===== config.mk =====
export PLATFORM = sky130hd
export DESIGN_NAME = glueTop
export DESIGN_NICKNAME = d
export VERILOG_FILES = /design/src/common/busPkg.sv /design/src/common/timingPkg.sv /design/src/decode/addressDecode.sv /design/src/logic/transferAck.sv /design/src/logic/ciaClock.sv /design/src/logic/tickGen.sv /design/src/logic/glueTop.sv
export SDC_FILE = /design/constraint.sdc
export NUM_CORES = 1
export LEC_CHECK = 0
export BUFFER_PORTS_ARGS = -buffer_cell sky130_fd_sc_hd__buf_4
export CORE_MARGIN = 5
export CORE_UTILIZATION = 55
export DETAILED_ROUTE_END_ITERATION = 6
export PLACE_DENSITY = 0.78
export SETUP_SLACK_MARGIN = 0.15
export SYNTH_ARGS = -nofsm -noshare
export SYNTH_HDL_FRONTEND = slang
export SYNTH_HIERARCHICAL = 1
export SYNTH_SLANG_ARGS = --single-unit
export TNS_END_PERCENT = 5

===== constraint.sdc =====
create_clock -name clk40 -period 6.7 [get_ports clk40]
set_input_delay 1.005 -clock clk40 [delete_from_list [all_inputs] [get_ports clk40]]
set_output_delay 1.005 -clock clk40 [all_outputs]
set_load 0.02 [all_outputs]

===== src/common/busPkg.sv =====
`default_nettype none

package busPkg;

    // Word address bus a[31:1]
    localparam int addrW = 31;

    // Memory space of one transfer
    // Codes are fixed so stimulus files can name them by number
    typedef enum logic [2:0] {
        spNone = 3'd0,
        spChip = 3'd1,
        spReg  = 3'd2,
        spCia  = 3'd3,
        spRom  = 3'd4,
        spAvec = 3'd5
    } spaceT;

    // 040 transfer type for interrupt acknowledge
    localparam logic [1:0] ttIack = 2'd3;

    //////////////////////////////////////////////////////////////////////
    // Byte address map
    //////////////////////////////////////////////////////////////////////

    // Upper byte set means off the 24-bit map
    localparam logic [31:0] upperMask = 32'hFF00_0000;
    // Chip RAM below this
    localparam logic [31:0] chipTop   = 32'h0020_0000;
    // ROM overlay window while ovl is high
    localparam logic [31:0] ovlTop    = 32'h0008_0000;
    // CIA page 0xBFxxxx
    localparam logic [31:0] ciaBase   = 32'h00BF_0000;
    localparam logic [31:0] ciaMask   = 32'h00FF_0000;
    // Custom registers, one 4 KB page
    localparam logic [31:0] regBase   = 32'h00DF_F000;
    localparam logic [31:0] regMask   = 32'h00FF_F000;
    // Boot ROM up to the top of the map
    localparam logic [31:0] romBase   = 32'h00F8_0000;

endpackage

`default_nettype wire


===== src/common/timingPkg.sv =====
`default_nettype none

package timingPkg;

    // Wait-state and phase counters
    localparam int cntW = 16;
    // Tick dividers need more range at 40 MHz
    localparam int tickW = 20;

    // Wait cycles after the select cycle
    localparam int romWaitDef    = 3;
    localparam int chipWaitDef   = 5;
    // Cycles until bus error on an unknown space
    localparam int busTimeoutDef = 64;

    // E-clock phase lengths in clk40 cycles
    localparam int ciaHighDef = 4;
    localparam int ciaLowDef  = 6;

    // Tick half-periods for 60 Hz and 50 Hz from 40 MHz
    localparam int tick60Def = 333_333;
    localparam int tick50Def = 400_000;

endpackage

`default_nettype wire


===== src/decode/addressDecode.sv =====
`timescale 1ns/100ps
`default_nettype none

module addressDecode (
    input  logic                   clk40,
    input  logic                   rstN,
    input  logic                   tsN,
    input  logic [busPkg::addrW:1] a,
    input  logic [1:0]             tt,
    input  logic                   lbenN,
    input  logic                   ovl,
    input  logic                   done,
    output busPkg::spaceT          space,
    output logic                   cycleActive,
    output logic                   romEnN,
    output logic                   ramSpaceN,
    output logic                   regSpaceN,
    output logic                   ciaCs0N,
    output logic                   ciaCs1N,
    output logic                   bufEnN,
    output logic                   portSize
);

    logic [31:0]   byteAddr;
    busPkg::spaceT nextSpace;
    logic          startCycle;
    logic          endCycle;

    //////////////////////////////////////////////////////////////////////
    // Space classification
    //////////////////////////////////////////////////////////////////////

    always_comb begin
        // Bit 0 is implied by the word bus
        byteAddr = {a, 1'b0};

        // Non-local cycle, someone else answers
        if (lbenN) begin
            nextSpace = busPkg::spNone;
        // IACK wins over any address
        end else if (tt == busPkg::ttIack) begin
            nextSpace = busPkg::spAvec;
        end else if ((byteAddr & busPkg::upperMask) != '0) begin
            nextSpace = busPkg::spNone;
        end else if (byteAddr < busPkg::chipTop) begin
            // Overlay maps ROM over low chip RAM after reset
            if (ovl && (byteAddr < busPkg::ovlTop)) begin
                nextSpace = busPkg::spRom;
            end else begin
                nextSpace = busPkg::spChip;
            end
        end else if ((byteAddr & busPkg::ciaMask) == busPkg::ciaBase) begin
            nextSpace = busPkg::spCia;
        end else if ((byteAddr & busPkg::regMask) == busPkg::regBase) begin
            nextSpace = busPkg::spReg;
        end else if (byteAddr >= busPkg::romBase) begin
            nextSpace = busPkg::spRom;
        end else begin
            nextSpace = busPkg::spNone;
        end
    end

    // Strobes inside an active cycle are ignored
    assign startCycle = !cycleActive && !tsN;
    // Ack or error seen, drop selects next edge
    assign endCycle   = cycleActive && done;

    //////////////////////////////////////////////////////////////////////
    // Held cycle state and selects
    //////////////////////////////////////////////////////////////////////

    always_ff @(posedge clk40) begin
        if (!rstN || endCycle) begin
            cycleActive <= 1'b0;
            space       <= busPkg::spNone;
            romEnN      <= 1'b1;
            ramSpaceN   <= 1'b1;
            regSpaceN   <= 1'b1;
            ciaCs0N     <= 1'b1;
            ciaCs1N     <= 1'b1;
            bufEnN      <= 1'b1;
            portSize    <= 1'b0;
        end else if (startCycle) begin
            cycleActive <= 1'b1;
            space       <= nextSpace;
            romEnN      <= nextSpace != busPkg::spRom;
            ramSpaceN   <= nextSpace != busPkg::spChip;
            regSpaceN   <= nextSpace != busPkg::spReg;
            // CIA-A on A12 low, CIA-B on A13 low
            ciaCs0N     <= !((nextSpace == busPkg::spCia) && !a[12]);
            ciaCs1N     <= !((nextSpace == busPkg::spCia) && !a[13]);
            // Data buffers only face the chip bus
            bufEnN      <= !((nextSpace == busPkg::spChip) || (nextSpace == busPkg::spReg));
            // Narrow port for CIA and custom regs
            portSize    <= (nextSpace == busPkg::spCia) || (nextSpace == busPkg::spReg);
        end
    end

endmodule

`default_nettype wire


===== src/logic/transferAck.sv =====
`timescale 1ns/100ps
`default_nettype none

module transferAck #(
    parameter int romWait    = timingPkg::romWaitDef,
    parameter int chipWait   = timingPkg::chipWaitDef,
    parameter int busTimeout = timingPkg::busTimeoutDef
) (
    input  logic          clk40,
    input  logic          rstN,
    input  busPkg::spaceT space,
    input  logic          cycleActive,
    input  logic          ciaStrobe,
    output logic          tackN,
    output logic          teaN,
    output logic          done
);

    localparam int cw = timingPkg::cntW;

    logic          activeQ;
    logic          rise;
    logic          waiting;
    logic          isCia;
    logic          ciaHit;
    logic          fixedFire;
    logic          ackQ;
    logic          errQ;
    logic [cw-1:0] count;
    logic [cw-1:0] loadVal;

    // Wait length per held space
    always_comb begin
        case (space)
            busPkg::spAvec: loadVal = '0;
            busPkg::spRom:  loadVal = cw'(romWait);
            busPkg::spChip: loadVal = cw'(chipWait);
            busPkg::spReg:  loadVal = cw'(chipWait);
            // Holdoff of one cycle before a strobe may count
            busPkg::spCia:  loadVal = cw'(1);
            default:        loadVal = cw'(busTimeout - 1);
        endcase
    end

    assign isCia = space == busPkg::spCia;
    // First cycle of a new transfer
    assign rise  = cycleActive && !activeQ;

    // Zero wait fires straight from the rise cycle
    assign fixedFire = !isCia && ((rise && (loadVal == '0)) || (waiting && (count == cw'(1))));

    // CIA ends on the E-clock strobe itself
    assign ciaHit = isCia && waiting && (count == '0) && ciaStrobe;

    //////////////////////////////////////////////////////////////////////
    // Wait-state counter
    //////////////////////////////////////////////////////////////////////

    always_ff @(posedge clk40) begin
        if (!rstN) begin
            activeQ <= 1'b0;
            waiting <= 1'b0;
            count   <= '0;
            ackQ    <= 1'b0;
            errQ    <= 1'b0;
        end else begin
            activeQ <= cycleActive;
            ackQ    <= fixedFire && (space != busPkg::spNone);
            // Unknown space times out into a bus error
            errQ    <= fixedFire && (space == busPkg::spNone);
            if (fixedFire || ciaHit) begin
                waiting <= 1'b0;
            end else if (rise) begin
                waiting <= 1'b1;
                count   <= loadVal;
            end else if (waiting && (count != '0)) begin
                count <= count - cw'(1);
            end
        end
    end

    // One-cycle pulses, CIA path is not registered
    assign tackN = !(ackQ || ciaHit);
    assign teaN  = !errQ;
    assign done  = ackQ || errQ || ciaHit;

endmodule

`default_nettype wire


===== src/logic/ciaClock.sv =====
`timescale 1ns/100ps
`default_nettype none

module ciaClock #(
    parameter int ciaHigh = timingPkg::ciaHighDef,
    parameter int ciaLow  = timingPkg::ciaLowDef
) (
    input  logic clk40,
    input  logic rstN,
    output logic ciaClk,
    output logic ciaStrobe
);

    localparam int cw = timingPkg::cntW;

    // Cycles spent in the current phase
    logic [cw-1:0] phaseCnt;
    // Final cycle of whichever phase runs now
    logic          lastCycle;

    //////////////////////////////////////////////////////////////////////
    // E-clock phase counter
    //////////////////////////////////////////////////////////////////////

    always_comb begin
        if (ciaClk) begin
            lastCycle = phaseCnt == cw'(ciaHigh - 1);
        end else begin
            lastCycle = phaseCnt == cw'(ciaLow - 1);
        end
    end

    always_ff @(posedge clk40) begin
        if (!rstN) begin
            // Start in the low phase
            ciaClk   <= 1'b0;
            phaseCnt <= '0;
        end else if (lastCycle) begin
            // Flip phase and restart the count
            ciaClk   <= !ciaClk;
            phaseCnt <= '0;
        end else begin
            phaseCnt <= phaseCnt + cw'(1);
        end
    end

    // CIA latches data at the end of the high phase
    // Ack for a CIA access goes out here
    assign ciaStrobe = ciaClk && lastCycle;

endmodule

`default_nettype wire


===== src/logic/tickGen.sv =====
`timescale 1ns/100ps
`default_nettype none

module tickGen #(
    parameter int tick60Half = timingPkg::tick60Def,
    parameter int tick50Half = timingPkg::tick50Def
) (
    input  logic clk40,
    input  logic rstN,
    output logic tick60,
    output logic tick50
);

    localparam int tw = timingPkg::tickW;

    // Index 0 is the 60 Hz tick, index 1 the 50 Hz tick
    localparam int halfLen [2] = '{tick60Half, tick50Half};

    logic [tw-1:0] cnt [2];
    logic [1:0]    tickQ;

    // Both dividers share one body
    always_ff @(posedge clk40) begin
        for (int i = 0; i < 2; i++) begin
            if (!rstN) begin
                cnt[i]   <= '0;
                tickQ[i] <= 1'b0;
            end else if (cnt[i] == tw'(halfLen[i] - 1)) begin
                // Half-period done, toggle
                cnt[i]   <= '0;
                tickQ[i] <= !tickQ[i];
            end else begin
                cnt[i] <= cnt[i] + tw'(1);
            end
        end
    end

    // Square waves for the CIA TOD inputs
    assign tick60 = tickQ[0];
    assign tick50 = tickQ[1];

endmodule

`default_nettype wire


===== src/logic/glueTop.sv =====
`timescale 1ns/100ps
`default_nettype none

module glueTop #(
    parameter int romWait    = timingPkg::romWaitDef,
    parameter int chipWait   = timingPkg::chipWaitDef,
    parameter int busTimeout = timingPkg::busTimeoutDef,
    parameter int ciaHigh    = timingPkg::ciaHighDef,
    parameter int ciaLow     = timingPkg::ciaLowDef,
    parameter int tick60Half = timingPkg::tick60Def,
    parameter int tick50Half = timingPkg::tick50Def
) (
    input  logic                   clk40,
    input  logic                   rstN,
    input  logic                   tsN,
    input  logic [busPkg::addrW:1] a,
    input  logic [1:0]             tt,
    input  logic                   lbenN,
    input  logic                   ovl,
    output logic                   tackN,
    output logic                   teaN,
    output logic                   romEnN,
    output logic                   ramSpaceN,
    output logic                   regSpaceN,
    output logic                   ciaCs0N,
    output logic                   ciaCs1N,
    output logic                   bufEnN,
    output logic                   portSize,
    output logic                   ciaClk,
    output logic                   tick60,
    output logic                   tick50
);

    // Decode to ack handoff
    busPkg::spaceT space;
    logic          cycleActive;
    // Cycle finished, selects drop next edge
    logic          done;
    // Last high E-clock cycle
    logic          ciaStrobe;

    //////////////////////////////////////////////////////////////////////
    // Address decode and acknowledge
    //////////////////////////////////////////////////////////////////////

    addressDecode addrDec (
        .clk40       (clk40),
        .rstN        (rstN),
        .tsN         (tsN),
        .a           (a),
        .tt          (tt),
        .lbenN       (lbenN),
        .ovl         (ovl),
        .done        (done),
        .space       (space),
        .cycleActive (cycleActive),
        .romEnN      (romEnN),
        .ramSpaceN   (ramSpaceN),
        .regSpaceN   (regSpaceN),
        .ciaCs0N     (ciaCs0N),
        .ciaCs1N     (ciaCs1N),
        .bufEnN      (bufEnN),
        .portSize    (portSize)
    );

    transferAck #(
        .romWait    (romWait),
        .chipWait   (chipWait),
        .busTimeout (busTimeout)
    ) ackGen (
        .clk40       (clk40),
        .rstN        (rstN),
        .space       (space),
        .cycleActive (cycleActive),
        .ciaStrobe   (ciaStrobe),
        .tackN       (tackN),
        .teaN        (teaN),
        .done        (done)
    );

    //////////////////////////////////////////////////////////////////////
    // Clock dividers
    //////////////////////////////////////////////////////////////////////

    ciaClock #(
        .ciaHigh (ciaHigh),
        .ciaLow  (ciaLow)
    ) eClkGen (
        .clk40     (clk40),
        .rstN      (rstN),
        .ciaClk    (ciaClk),
        .ciaStrobe (ciaStrobe)
    );

    // Free running, not tied to bus cycles
    tickGen #(
        .tick60Half (tick60Half),
        .tick50Half (tick50Half)
    ) ticks (
        .clk40  (clk40),
        .rstN   (rstN),
        .tick60 (tick60),
        .tick50 (tick50)
    );

endmodule

`default_nettype wire


# Word-level counts from Yosys, hierarchy flattened
# Memories as Yosys holds them, arrays and structs flattened.
# Cells that the tools add are included.
[classes] n_reduce_logical=50 n_bitwise=6 n_mux=29 addsub=4 eq_ne=19 magnitude_cmp=3
[ops] cell="$mux 20" n=4
[ops] cell="$add 20x1->20 const B" n=2
[ops] cell="$eq 20x19->1 const B" n=2
[ops] cell="$ge 32x24->1 const B" n=1
[ops] cell="$logic_not 16->1" n=2
[ops] cell="$lt 32x20->1 const B" n=1
[ops] cell="$lt 32x22->1 const B" n=1
[ops] cell="$mux 16" n=2
[ops] cell="$reduce_bool 32->1" n=1
[ops] cell="$mux 3" n=8
[ops] cell="$pmux 6 s4" n=1
[ops] cell="$add 16x1->16 const B" n=1
[ops] cell="$eq 16x1->1 const B" n=1
[ops] cell="$eq 16x2->1 const B" n=1
[ops] cell="$eq 16x3->1 const B" n=1
[ops] cell="$logic_and 1x1->1" n=16
[ops] cell="$reduce_bool 16->1" n=1
[ops] cell="$sub 16x1->16 const B" n=1
[ops] cell="$logic_not 1->1" n=15
[ops] cell="$mux 1" n=14
[ops] cell="$eq 12x12->1 const B" n=1
[ops] cell="$eq 3x2->1 const B" n=4
[ops] cell="$eq 8x8->1 const B" n=1
[ops] cell="$logic_or 1x1->1" n=8
[ops] cell="other kinds (13)" n=21
[totals] out_inout_bits=12 n_memories=1 mem_bits_rw=40 regBits=50 elab_cells=130
[memory_table] name="ticks.cnt" depth=2 width=20 read_ports=2 rd_ports_with_merged_regs=0 wr=2 line="tickGen.sv:19" rtl="logic [tw-1:0] cnt [2];"

# Depth between registers and ports, before layout
# Gate-level depths: netlist of run 1.
[logic_depth] depth_word=11 ltp_mapped=12

# Hierarchy
# The synthesis of run 1 kept the hierarchy.
[modules_own_cells] mod="tickGen" area_per_inst_um2=2298.5 n_inst=1 cells_per_inst=222
[modules_own_cells] mod="transferAck" area_per_inst_um2=1270.0 n_inst=1 cells_per_inst=156
[modules_own_cells] mod="ciaClock" area_per_inst_um2=825.8 n_inst=1 cells_per_inst=89
[modules_own_cells] mod="addressDecode" area_per_inst_um2=605.6 n_inst=1 cells_per_inst=70

# Worst setup path before layout of run 1
# OpenSTA, ideal clock, no wires.
[synth_path] kind="register to output" from="reg eClkGen.ciaClk" to="out tackN" stages_incl_launch_ff=7 slack_ps=4249 arrival_time_ps=1446 path_cell_list="dfxtp_1 > and3b_1 > a21oi_1 > nor4b_1 > nand3_1 > nor2_1 > nor2_1"
[synth_via] elab_chain_cells=5
[synth_lines] element="start, declared" line="ciaClock.sv:10" rtl="output logic ciaClk,"
[synth_lines] element="start signal, assigned" line="ciaClock.sv:40" rtl="ciaClk <= !ciaClk;"
[synth_lines] element="$mux 1" line="ciaClock.sv:26" rtl="if (ciaClk) begin"
[synth_lines] element="$logic_and 1x1->1 *" line="ciaClock.sv:49" rtl="assign ciaStrobe = ciaClk && lastCycle;"
[synth_lines] element="named net ciaStrobe" line="glueTop.sv:40" rtl="logic ciaStrobe;"
[synth_lines] element="$logic_and 1x1->1 *" line="transferAck.sv:53" rtl="assign ciaHit = isCia && waiting && (count == '0) && ciaStrobe;"
[synth_lines] element="$logic_or 1x1->1 *" line="transferAck.sv:83" rtl="assign tackN = !(ackQ || ciaHit);"
[synth_lines] element="$logic_not 1->1 *" line="transferAck.sv:83"
[synth_lines] element="end, declared" line="glueTop.sv:20" rtl="output logic tackN,"
# Mark *: on every way through the listed nets, which the timed path passes. The rest lies on a longest branch.

# Worst setup path in the final report of run 1
[layout_path] from="reg eClkGen.phaseCnt[8]" to="out tackN"
[layout_via] elab_chain_cells=6 elab_cells_between_ends=7 cone_classes="2 x eq/ne; 1 x mux; 4 x reduce/logical"
[layout_lines] element="start, declared" line="ciaClock.sv:17" rtl="logic [cw-1:0] phaseCnt;"
[layout_lines] element="start signal, assigned" line="ciaClock.sv:43" rtl="phaseCnt <= phaseCnt + cw'(1);"
[layout_lines] element="$eq 16x3->1 or $eq 16x2->1 (tied branches)" line="ciaClock.sv:29, ciaClock.sv:27"
[layout_lines] element="$mux 1 *" line="ciaClock.sv:26"
[layout_lines] element="$logic_and 1x1->1 *" line="ciaClock.sv:49"
[layout_lines] element="named net ciaStrobe" line="glueTop.sv:40"
[layout_lines] element="$logic_and 1x1->1 *" line="transferAck.sv:53"
[layout_lines] element="$logic_or 1x1->1 *" line="transferAck.sv:83"
[layout_lines] element="$logic_not 1->1 *" line="transferAck.sv:83"
# Marked as above.

==> results list, run 1 <==
* Mapped Avg Cell Area: 9.31 um^2
- From synthesis to final layout, the design area changed by 12.6%.
- 0 antenna diodes ended up in the layout.
- Count of filler cells inserted in the layout: 771
- Timing analysis after detailed placement gives a worst setup slack of ~4.0 ns.
- CTS built an H-tree with a depth of 3.
* Largest net degree at the start of global routing: 30
* Total number of vias: around 4,000
- The synthesized design contains 90 register bits.
- Number of maximum-capacitance violations: 0
- The clock net in this run drives a total of 90 sinks.
* Total number of yosys warnings: 6
- After synthesis, the largest family of logic cells by area is simple AND/OR/NAND/NOR gates.
- At the end of the flow, the number of nets in the layout was 647.
* Pre-Repair DR Iteration Count: 4
- Counting tap cells, the placed design contains a total of 700 instances.
* Critical Path Sink Type: output port
* Shortest period the worst path allows: 3.12 ns
* Via count of the first global-routing pass: 3,962
- Cell Pwr Density: 222 nW/um^2
* Clock tree skew after final layout: 0.00956 ns
- TNS Setup: 0 ns
- For this design the static power due to leakage is 0.00203 uW.
- Fraction of final layout cells sized beyond drive strength 1: 0.140
- For this run, the number of standard cells in the final layout without fillers is a little over 700.
- Clock-pin slew on the worst setup and hold paths: 0.09 ns
- From left edge to right edge, the die measures 105 um.
- In the global route stage, overall resource usage came out at 0.182.
- Along the worst path, the maximum fanout reaches 6.
* Internal reg-to-reg setup slack: roughly 4.1 ns
* Count of routing violations after the opening detailed-route iteration: 219
- Measured against its own limit, the worst slew margin works out to 0.392.
- Once detail routing completed, the nets flagged for antenna violations numbered 0.
* Startpoint type of the worst setup path: register
* Post-synth top area share: 0.240
- Max IR drop VDD: between 100 and 150 uV
- CTS tree: done
* Library cell with the largest summed area after synthesis: edfxtp_1
* Share of synthesized area occupied by flip-flops and latches: 0.440
- Number of hold violations in the final report: 0
- Most frequent cells in the layout: 61 x nor2_1, 50 x dfxtp_1, 46 x nand2_1
* Mux contribution to synthesized area: 0.00400
* RR Endpoint: ackGen/count[1]
* CTS Buf Count: 9
- Overflow left after global routing: 0
- Post-synthesis adder-cell area fraction: 0.0150
- After detailed routing, the total wire length is 9930 um.
- During I/O placement, the number of pins put on the boundary was 50.
- The initial utilization of the core area, before any placement, comes to 0.568.
* Port bufs: 38
- Leaving out fill and tap cells, the most frequent cell in the layout is nor2_1.
- Of all flip-flops after synthesis, the portion carrying an async set or reset was 0.
- Mapped cell area: between 4000 and 5000 um^2
* Vias/cell: 5.72
* Depth of the worst register-to-register path: 7
- Endpoint of the worst hold-timing path: eClkGen/phaseCnt[0]
- First-pass GRT wire length: 17,200 um
- Cts repair resizes: 0
- Unrepaired setup endpoints after global routing: false
* Area share of xor/xnor cells in the synthesized design: 0.0596
* Global placer's final weighted congestion: between 0.8 and 0.9
- Post-CTS setup repair buffer count: 0
* Antenna violations before repair: 0
- For the worst-skew pair, the clock arrives at the later sink with an insertion delay of 0.35 ns.
- Arrival time of the worst setup path: 2.12 ns
- Origin of the worst min-delay path: eClkGen/phaseCnt[0]
* Placeable core region: 8810 um^2
- Final Cycle Share: 0.466
- The clock passes through at most 2 buffers.
* Total DRC errors in the routed layout: 0
- The complex-gate fraction of the synthesized area was 0.127.
* Synthesized instance count: 537
- Of the total synthesized cell area, the portion taken by AND, OR, NAND and NOR gates is 0.312.
- R2r startpoint: ackGen/count[0]
- Leading register cell type out of synthesis: dfxtp_1
- Average wire per cell in the routed design: 13.9 um
- Hold Buf Count CTS: 0
* Crit Path Category: register to output port
- The max-slew violation count was 0.
- Count of flip-flops with a built-in enable after synthesis: 40
- Across all hold checks on the routed design, the worst slack comes to roughly 0.46 ns.
- After synthesis, the netlist uses 68 different library cells.
- Worst path required time: between 5 and 6 ns
- Die area: ~11,000 um^2
- Number of cells on the worst hold path: 1
* Number of core rows: 34
* Slew at the pin closest to its max-slew limit: roughly 0.91 ns
- Top cells by area in the synthesized netlist: edfxtp_1 24%, dfxtp_1 20%, nor2_1 4.6%
* Die H: around 110 um
- The run finished with clean final reports.
- Half-perimeter wire length after detailed placement: a little over 7000 um
- Hold Crit Class: register to register
- Library cell used as clock root buffer: clkbuf_8
- Worst Setup Slack, final: 3.58 ns
* Achievable clock frequency: 320 MHz
* Total of endpoints with negative setup slack in the final report: 0
==> Yosys cell counts (all sizes together) (2+ instances only) <==
cell type	instances
and3	9
and2	11
inv	18
nand4b	5
nor3b	2
nor3	14
nor4b	4
ha	6
nand2	47
dfxtp	50
and4b	3
o211ai	4
xor2	20
nor4	14
or2	2
mux2i	2
nand3	18
a21oi	34
and4	6
nor2b	4
nand4	18
edfxtp	40
clkbuf	12
or4	14
o21ai	34
and3b	2
a41oi	3
buf	12
nor2	61
nand2b	3
xnor2	14
or3	19
o31ai	16
==> metal layers <==
metal	track usage	vias to the layer above	wire (um)
met2	0.313	98	4730
met5	0	-	0
met1	0.230	1913	4630
met3	0.0385	11	460
li1	-	2072	-
met4	0.0553	0	103
==> cells by family (layout without fill, tap and decap cells) <==
group | count (synthesis) | after routing
other cells | 1 | 40
compound gates | 102 | 102
fa+ha+maj | 6 | 6
mux | 2 | 2
xor+xnor | 34 | 34
simple gates | 260 | 260
flops | 90 | 90
buf+inv | 42 | 74
==> metrics by stage <==
stage	util	cell area [um^2]	total power (uW)
after floorplan	-	5150	855
after global placement	0.618	5440	897
after detailed placement	0.618	5440	908
after CTS	0.639	5630	1260
after global routing	0.639	5630	1320
final	0.639	5630	1250
==> layout make-up <==
type | count | area [um^2] | area share
Clock buffer | 10 | 138 | 0.0244
Clock inverter | 6 | 48.8 | 0.00867
Inverter | 18 | 67.6 | 0.0120
Multi-Input combinational cell | 444 | 2740 | 0.486
Sequential cell | 90 | 2200 | 0.391
Tap cell | 108 | 135 | 0.0240
Timing Repair Buffer | 40 | 300 | 0.0533
==> report_power, final <==
group / internal, uW / switching, uW / leakage, uW
Clock: 150 / 200 / 0.0000991
Combinational: 99.2 / 144 / 0.00112
Sequential: 611 / 45.0 / 0.000815
==> worst max-delay path by stage <==
stage	start	endpoint	slack, ns	depth (start not counted)
6_report	eClkGen/phaseCnt[8]	tackN	3.58	7
5_1_grt	eClkGen/phaseCnt[3]	tackN	3.38	7
4_1_cts	eClkGen/phaseCnt[8]	tackN	3.58	7
3_5_place_dp	eClkGen/phaseCnt[8]	tackN	4.00	7
3_3_place_gp	eClkGen/phaseCnt[8]	tackN	3.98	7
2_1_floorplan	eClkGen/ciaClk	tackN	4.25	6
==> registers in the layout, indices dropped and copies added (netlist names), 2 cells and up <==
signal / count
ackGen/count: 16
ticks/cnt: 40
addrDec/space: 3
eClkGen/phaseCnt: 16
ticks/tickQ: 2
==> critical path: stages, from the launching register on <==
cell and delay [ns]:
dfxtp_1 0.38, nor4b_2 0.29, nand2_1 0.18, nor4b_1 0.43
nand3_1 0.12, nor2_1 0.12, nor2_1 0.08, buf_4 0.16
Power figures use the tool's default switching activity.
==> run 2: changes to the inputs <==
ABC_AREA = 1   (was unset)
PLACE_DENSITY = 0.8   (was 0.78)
clock period = 2.7 ns   (was 6.7 ns; I/O delays follow)
==> results list, run 2 <==
* Total number of yosys warnings: 6 (unchanged)
* Achievable clock frequency: roughly 420 MHz
- The number of design rule violations left after detail routing is 0 (unchanged).
* Cell chain of the critical path: inv_1, ha_1, nand2_4, nor2_4, nand2_2, nor2_1, or2_2, inv_1, buf_4
- The antenna diode count came to 0 (unchanged).
- Buffering stage count on the worst path with inverters included: 3 (+2)
- The flip-flop count of the largest register after layout is 40 (unchanged).
- edfxtp_1 takes more of the synthesized area than any other cell.
* Startpoint type of the worst setup path: register
- Finished Core Util: 0.629 (-0.00994)
- Hold Buf Count CTS: 0 (unchanged)
- The instance count of the mapped netlist was 794 (+48%).
* Share of synthesized registers carrying an async set or reset: 0 (unchanged)
- The latest clock arrival within the worst-skew pair was 0.36 ns (about the same).
- The highest net fanout along the worst path is 7 (+1).
* Synth cell types: 40 (-41%)
- Mux contribution to synthesized area: 0 (-0.00400)
- Worst-path cell with the longest stage delay: dfxtp_1
- Final wirelength: 11,200 um (+13%)
- The critical path in this run is classified as register to output port.
- Post-CTS setup repair buffer count: 0 (unchanged)
* Top cells by area in the synthesized netlist: edfxtp_1 21%, dfxtp_1 18%, nand2_1 12%
- The total clock buffers created by CTS came to 9 (unchanged).
- The detailed placer's ending HPWL was 8380 um (+18%).
- The cell that appears most often on the critical path is inv_1.
- Library cell used as clock root buffer: clkbuf_8
- TritonCTS Sinks: 90 (unchanged)
- Count of routing violations after the opening detailed-route iteration: 237 (+8.2%)
- Simple logic cell fraction of the synthesized area: 0.411 (+0.0992)
* Share of synthesized area occupied by flip-flops and latches: 0.386 (-0.0544)
* Clock tree skew after final layout: 0.0174 ns (+0.00784 ns)
- The count of flip-flops with a built-in enable after synthesis is 40 (unchanged).
- The max-slew violation count was 0 (unchanged).
- Shortest period the worst path allows: 2.37 ns
- Largest register by flop count: ticks/cnt
- The post-route setup TNS came to 0 ns (unchanged).
* Buffer depth of the longest clock path: 2 (unchanged)
- Die H: 112 um (+6.2%)
- Registers with the highest flip-flop counts: ticks/cnt x40, ackGen/count x16, eClkGen/phaseCnt x16
* Cell Pwr Density: 582 nW/um^2 (+160%)
* Cts repair resizes: 0 (unchanged)
- The ratio of cells with drive above 1 in the final layout came to 0.167 (+0.0274).
* Hold Crit Class: input port to register
- Number of hold violations in the final report: 0 (unchanged)
- The data arrival time of the critical path was 1.97 ns (-0.15 ns).
* Average wire per cell in the routed design: 11.1 um (-20%)
* All-layer global routing usage: 0.185 (+0.00310)
* Worst slew slack as a fraction of its limit: 0.562 (+0.170)
- Grouping stages by cell kind, the critical path spends the most delay in simple AND/OR/NAND/NOR gates.
- The total via count in the routed design is 4,991 (+22%).
* CTS tree: done
- The xor-xnor portion of the synthesized cell area is 0.0507 (-0.00889).
- The number of standard-cell rows in the floorplan was 37 (+8.8%).
* Run status: complete, no violations
* Post-route ant nets: 0 (unchanged)
- The share of the synthesized area in the top cell type was 0.211 (-0.0297).
* Global placer's final weighted congestion: 0.879 (-0.71%)
- The complex-gate fraction of the synthesized area is 0.0610 (-0.0664).
* IO Count: 50 (unchanged)
- Number of H-tree levels: 3 (unchanged)
- The fill cell instance count of the final layout came to 976 (+27%).
* Flops & latches, synth: 90 (unchanged)
* Most frequent cells in the layout: 188 x nand2_1, 159 x nor2_1, 83 x inv_1
- The global-route wire length before repair is 19,800 um (+15%).
- The placeable core area is 10,200 um^2 (+16%).
* Port bufs: 38 (unchanged)
* Main combinational cell family by area after synthesis: simple AND/OR/NAND/NOR gates
- The delay of the slowest cell on the worst path was 0.41 ns (-0.02 ns).
- The maximum vdd ir drop is 370 uV (+190%).
- The number of antenna violations at the first check in global routing is 0 (unchanged).
- Final net count: 918 (+42%)
* Vias/cell: 4.92 (-14%)
* Cell with the most instances after synthesis: nand2_1
- Mapped Avg Cell Area: 7.18 um^2 (-23%)
- The total die area came to 12,500 um^2 (+13%).
- Unrepaired setup endpoints after global routing: false
* Final Cycle Share: 0.878
* Leading register cell type out of synthesis: dfxtp_1
* Total of endpoints with negative setup slack in the final report: 0 (unchanged)
* Register cell area after layout: 2200 um^2 (unchanged)
- STA classifies the critical path endpoint as an output port.
- Clock-pin slew on the worst setup and hold paths: 0.08 ns (about the same)
* Overflow left after global routing: 0 (unchanged)
- Slew at the pin closest to its max-slew limit: 0.657 ns (-0.252 ns)
- Pre-Repair DR Iteration Count: 6 (+2)
- The static leakage was 0.00273 uW (+34%).
* Final total power: 3750 uW (+200%)
- The maximum number of pins on one net before global-route repair came to 20 (-33%).
- The max-capacitance violation count was 0 (unchanged).
- Relative to the synthesized area, the layout overhead comes to 12.9%.
- Worst path required time: 2.30 ns (-3.39 ns)
- The width of the die was 112 um (+6.2%).
- Post-synthesis adder-cell area fraction: 0.0132 (-0.00185)
* Most used standard cells in the synthesized netlist: 188 x nand2_1, 159 x nor2_1, 83 x inv_1, 55 x nand3_1, 50 x dfxtp_1
- Starting density of the core: 0.558 (-0.0102)
* Mapped cell area: 5700 um^2 (+14%)
- The footprint of the multi-input gates was 3210 um^2 (+17%).
* Most common cell after layout, fill and taps aside: nand2_1
- The number of global-route vias before repair is 4,726 (+19%).
==> run 2: cell count changes in the layout (fill, tap and decap cells not counted), moves of 9 or more <==
cell,previous run,this run
nor3_1,14,0
nand2_1,46,188
o21ai_0,23,8
nand2_2,1,24
or3_1,18,0
nor2_4,0,9
nor2_2,0,29
and2_1,10,1
inv_1,18,83
nand3_1,17,55
nor2_1,61,159
or4_1,13,0
o31ai_1,15,1
==> run 2: power breakdown <==
part           switching (uW)  internal, uW  total (uW)
registers                 134          1530        1670
clock network             482           581        1060
logic                     638           382        1020
==> run 2: path summary, 6_finish.rpt <==
path              slack (ns)                  end                 from  depth (start not counted)
setup / recovery        0.33                tackN      ackGen/count[0]                          9
hold / removal          0.27      addrDec/ciaCs0N                a[12]                          3
setup reg to reg        0.51     addrDec/space[0]      ackGen/count[0]                         14
hold reg to reg         0.49  eClkGen/phaseCnt[0]  eClkGen/phaseCnt[0]                          1
==> run 2: cell type report <==
cell class              count  area share
clock buffers              12      0.0243
clock inverters             4      0.0115
inverters                  88      0.0513
multi-input cells         645       0.498
flip-flops and latches     90       0.342
well taps                 136      0.0264
repair buffers             40      0.0466
==> run 2: logic make-up (layout without fill, tap and decap cells) <==
| family | count (synthesis) | count (layout) |
|---|---|---|
| and+or+nand+nor | 506 | 506 |
| buffers and inverters | 98 | 144 |
| DFF | 90 | 90 |
| AOI/OAI and AO/OA | 60 | 60 |
| xor gates and xnor gates | 33 | 33 |
| adders and majority gates | 6 | 6 |
| other | 1 | 40 |
==> run 2: metal layers <==
metal	part of all wire	global-route usage
met3	0.028	0.0217
met4	0.014	0.0552
met2	0.48	0.327
met5	0	0
met1	0.48	0.237
==> run 2: worst reg2reg max path: cells and delay by family (launching register included) <==
family | cells | cell delay, ns
simple gates | 8 | 0.90
fa+ha+maj | 1 | 0.31
flops | 1 | 0.41
compound gates | 2 | 0.21
buf+inv | 3 | 0.31
==> run 2: stage by stage <==
step / worst slack (ns) / cell area [um^2] / hold slack [ns] / cells
global route: 0.190 / 6440 / 0.286 / 1015
finish: 0.329 / 6440 / 0.271 / 1015
floorplan: 0.696 / 5850 / 0.437 / 833
CTS: 0.329 / 6440 / 0.268 / 1015
global placement: 0.589 / 6210 / 0.456 / 999
detailed placement: 0.560 / 6210 / 0.464 / 999
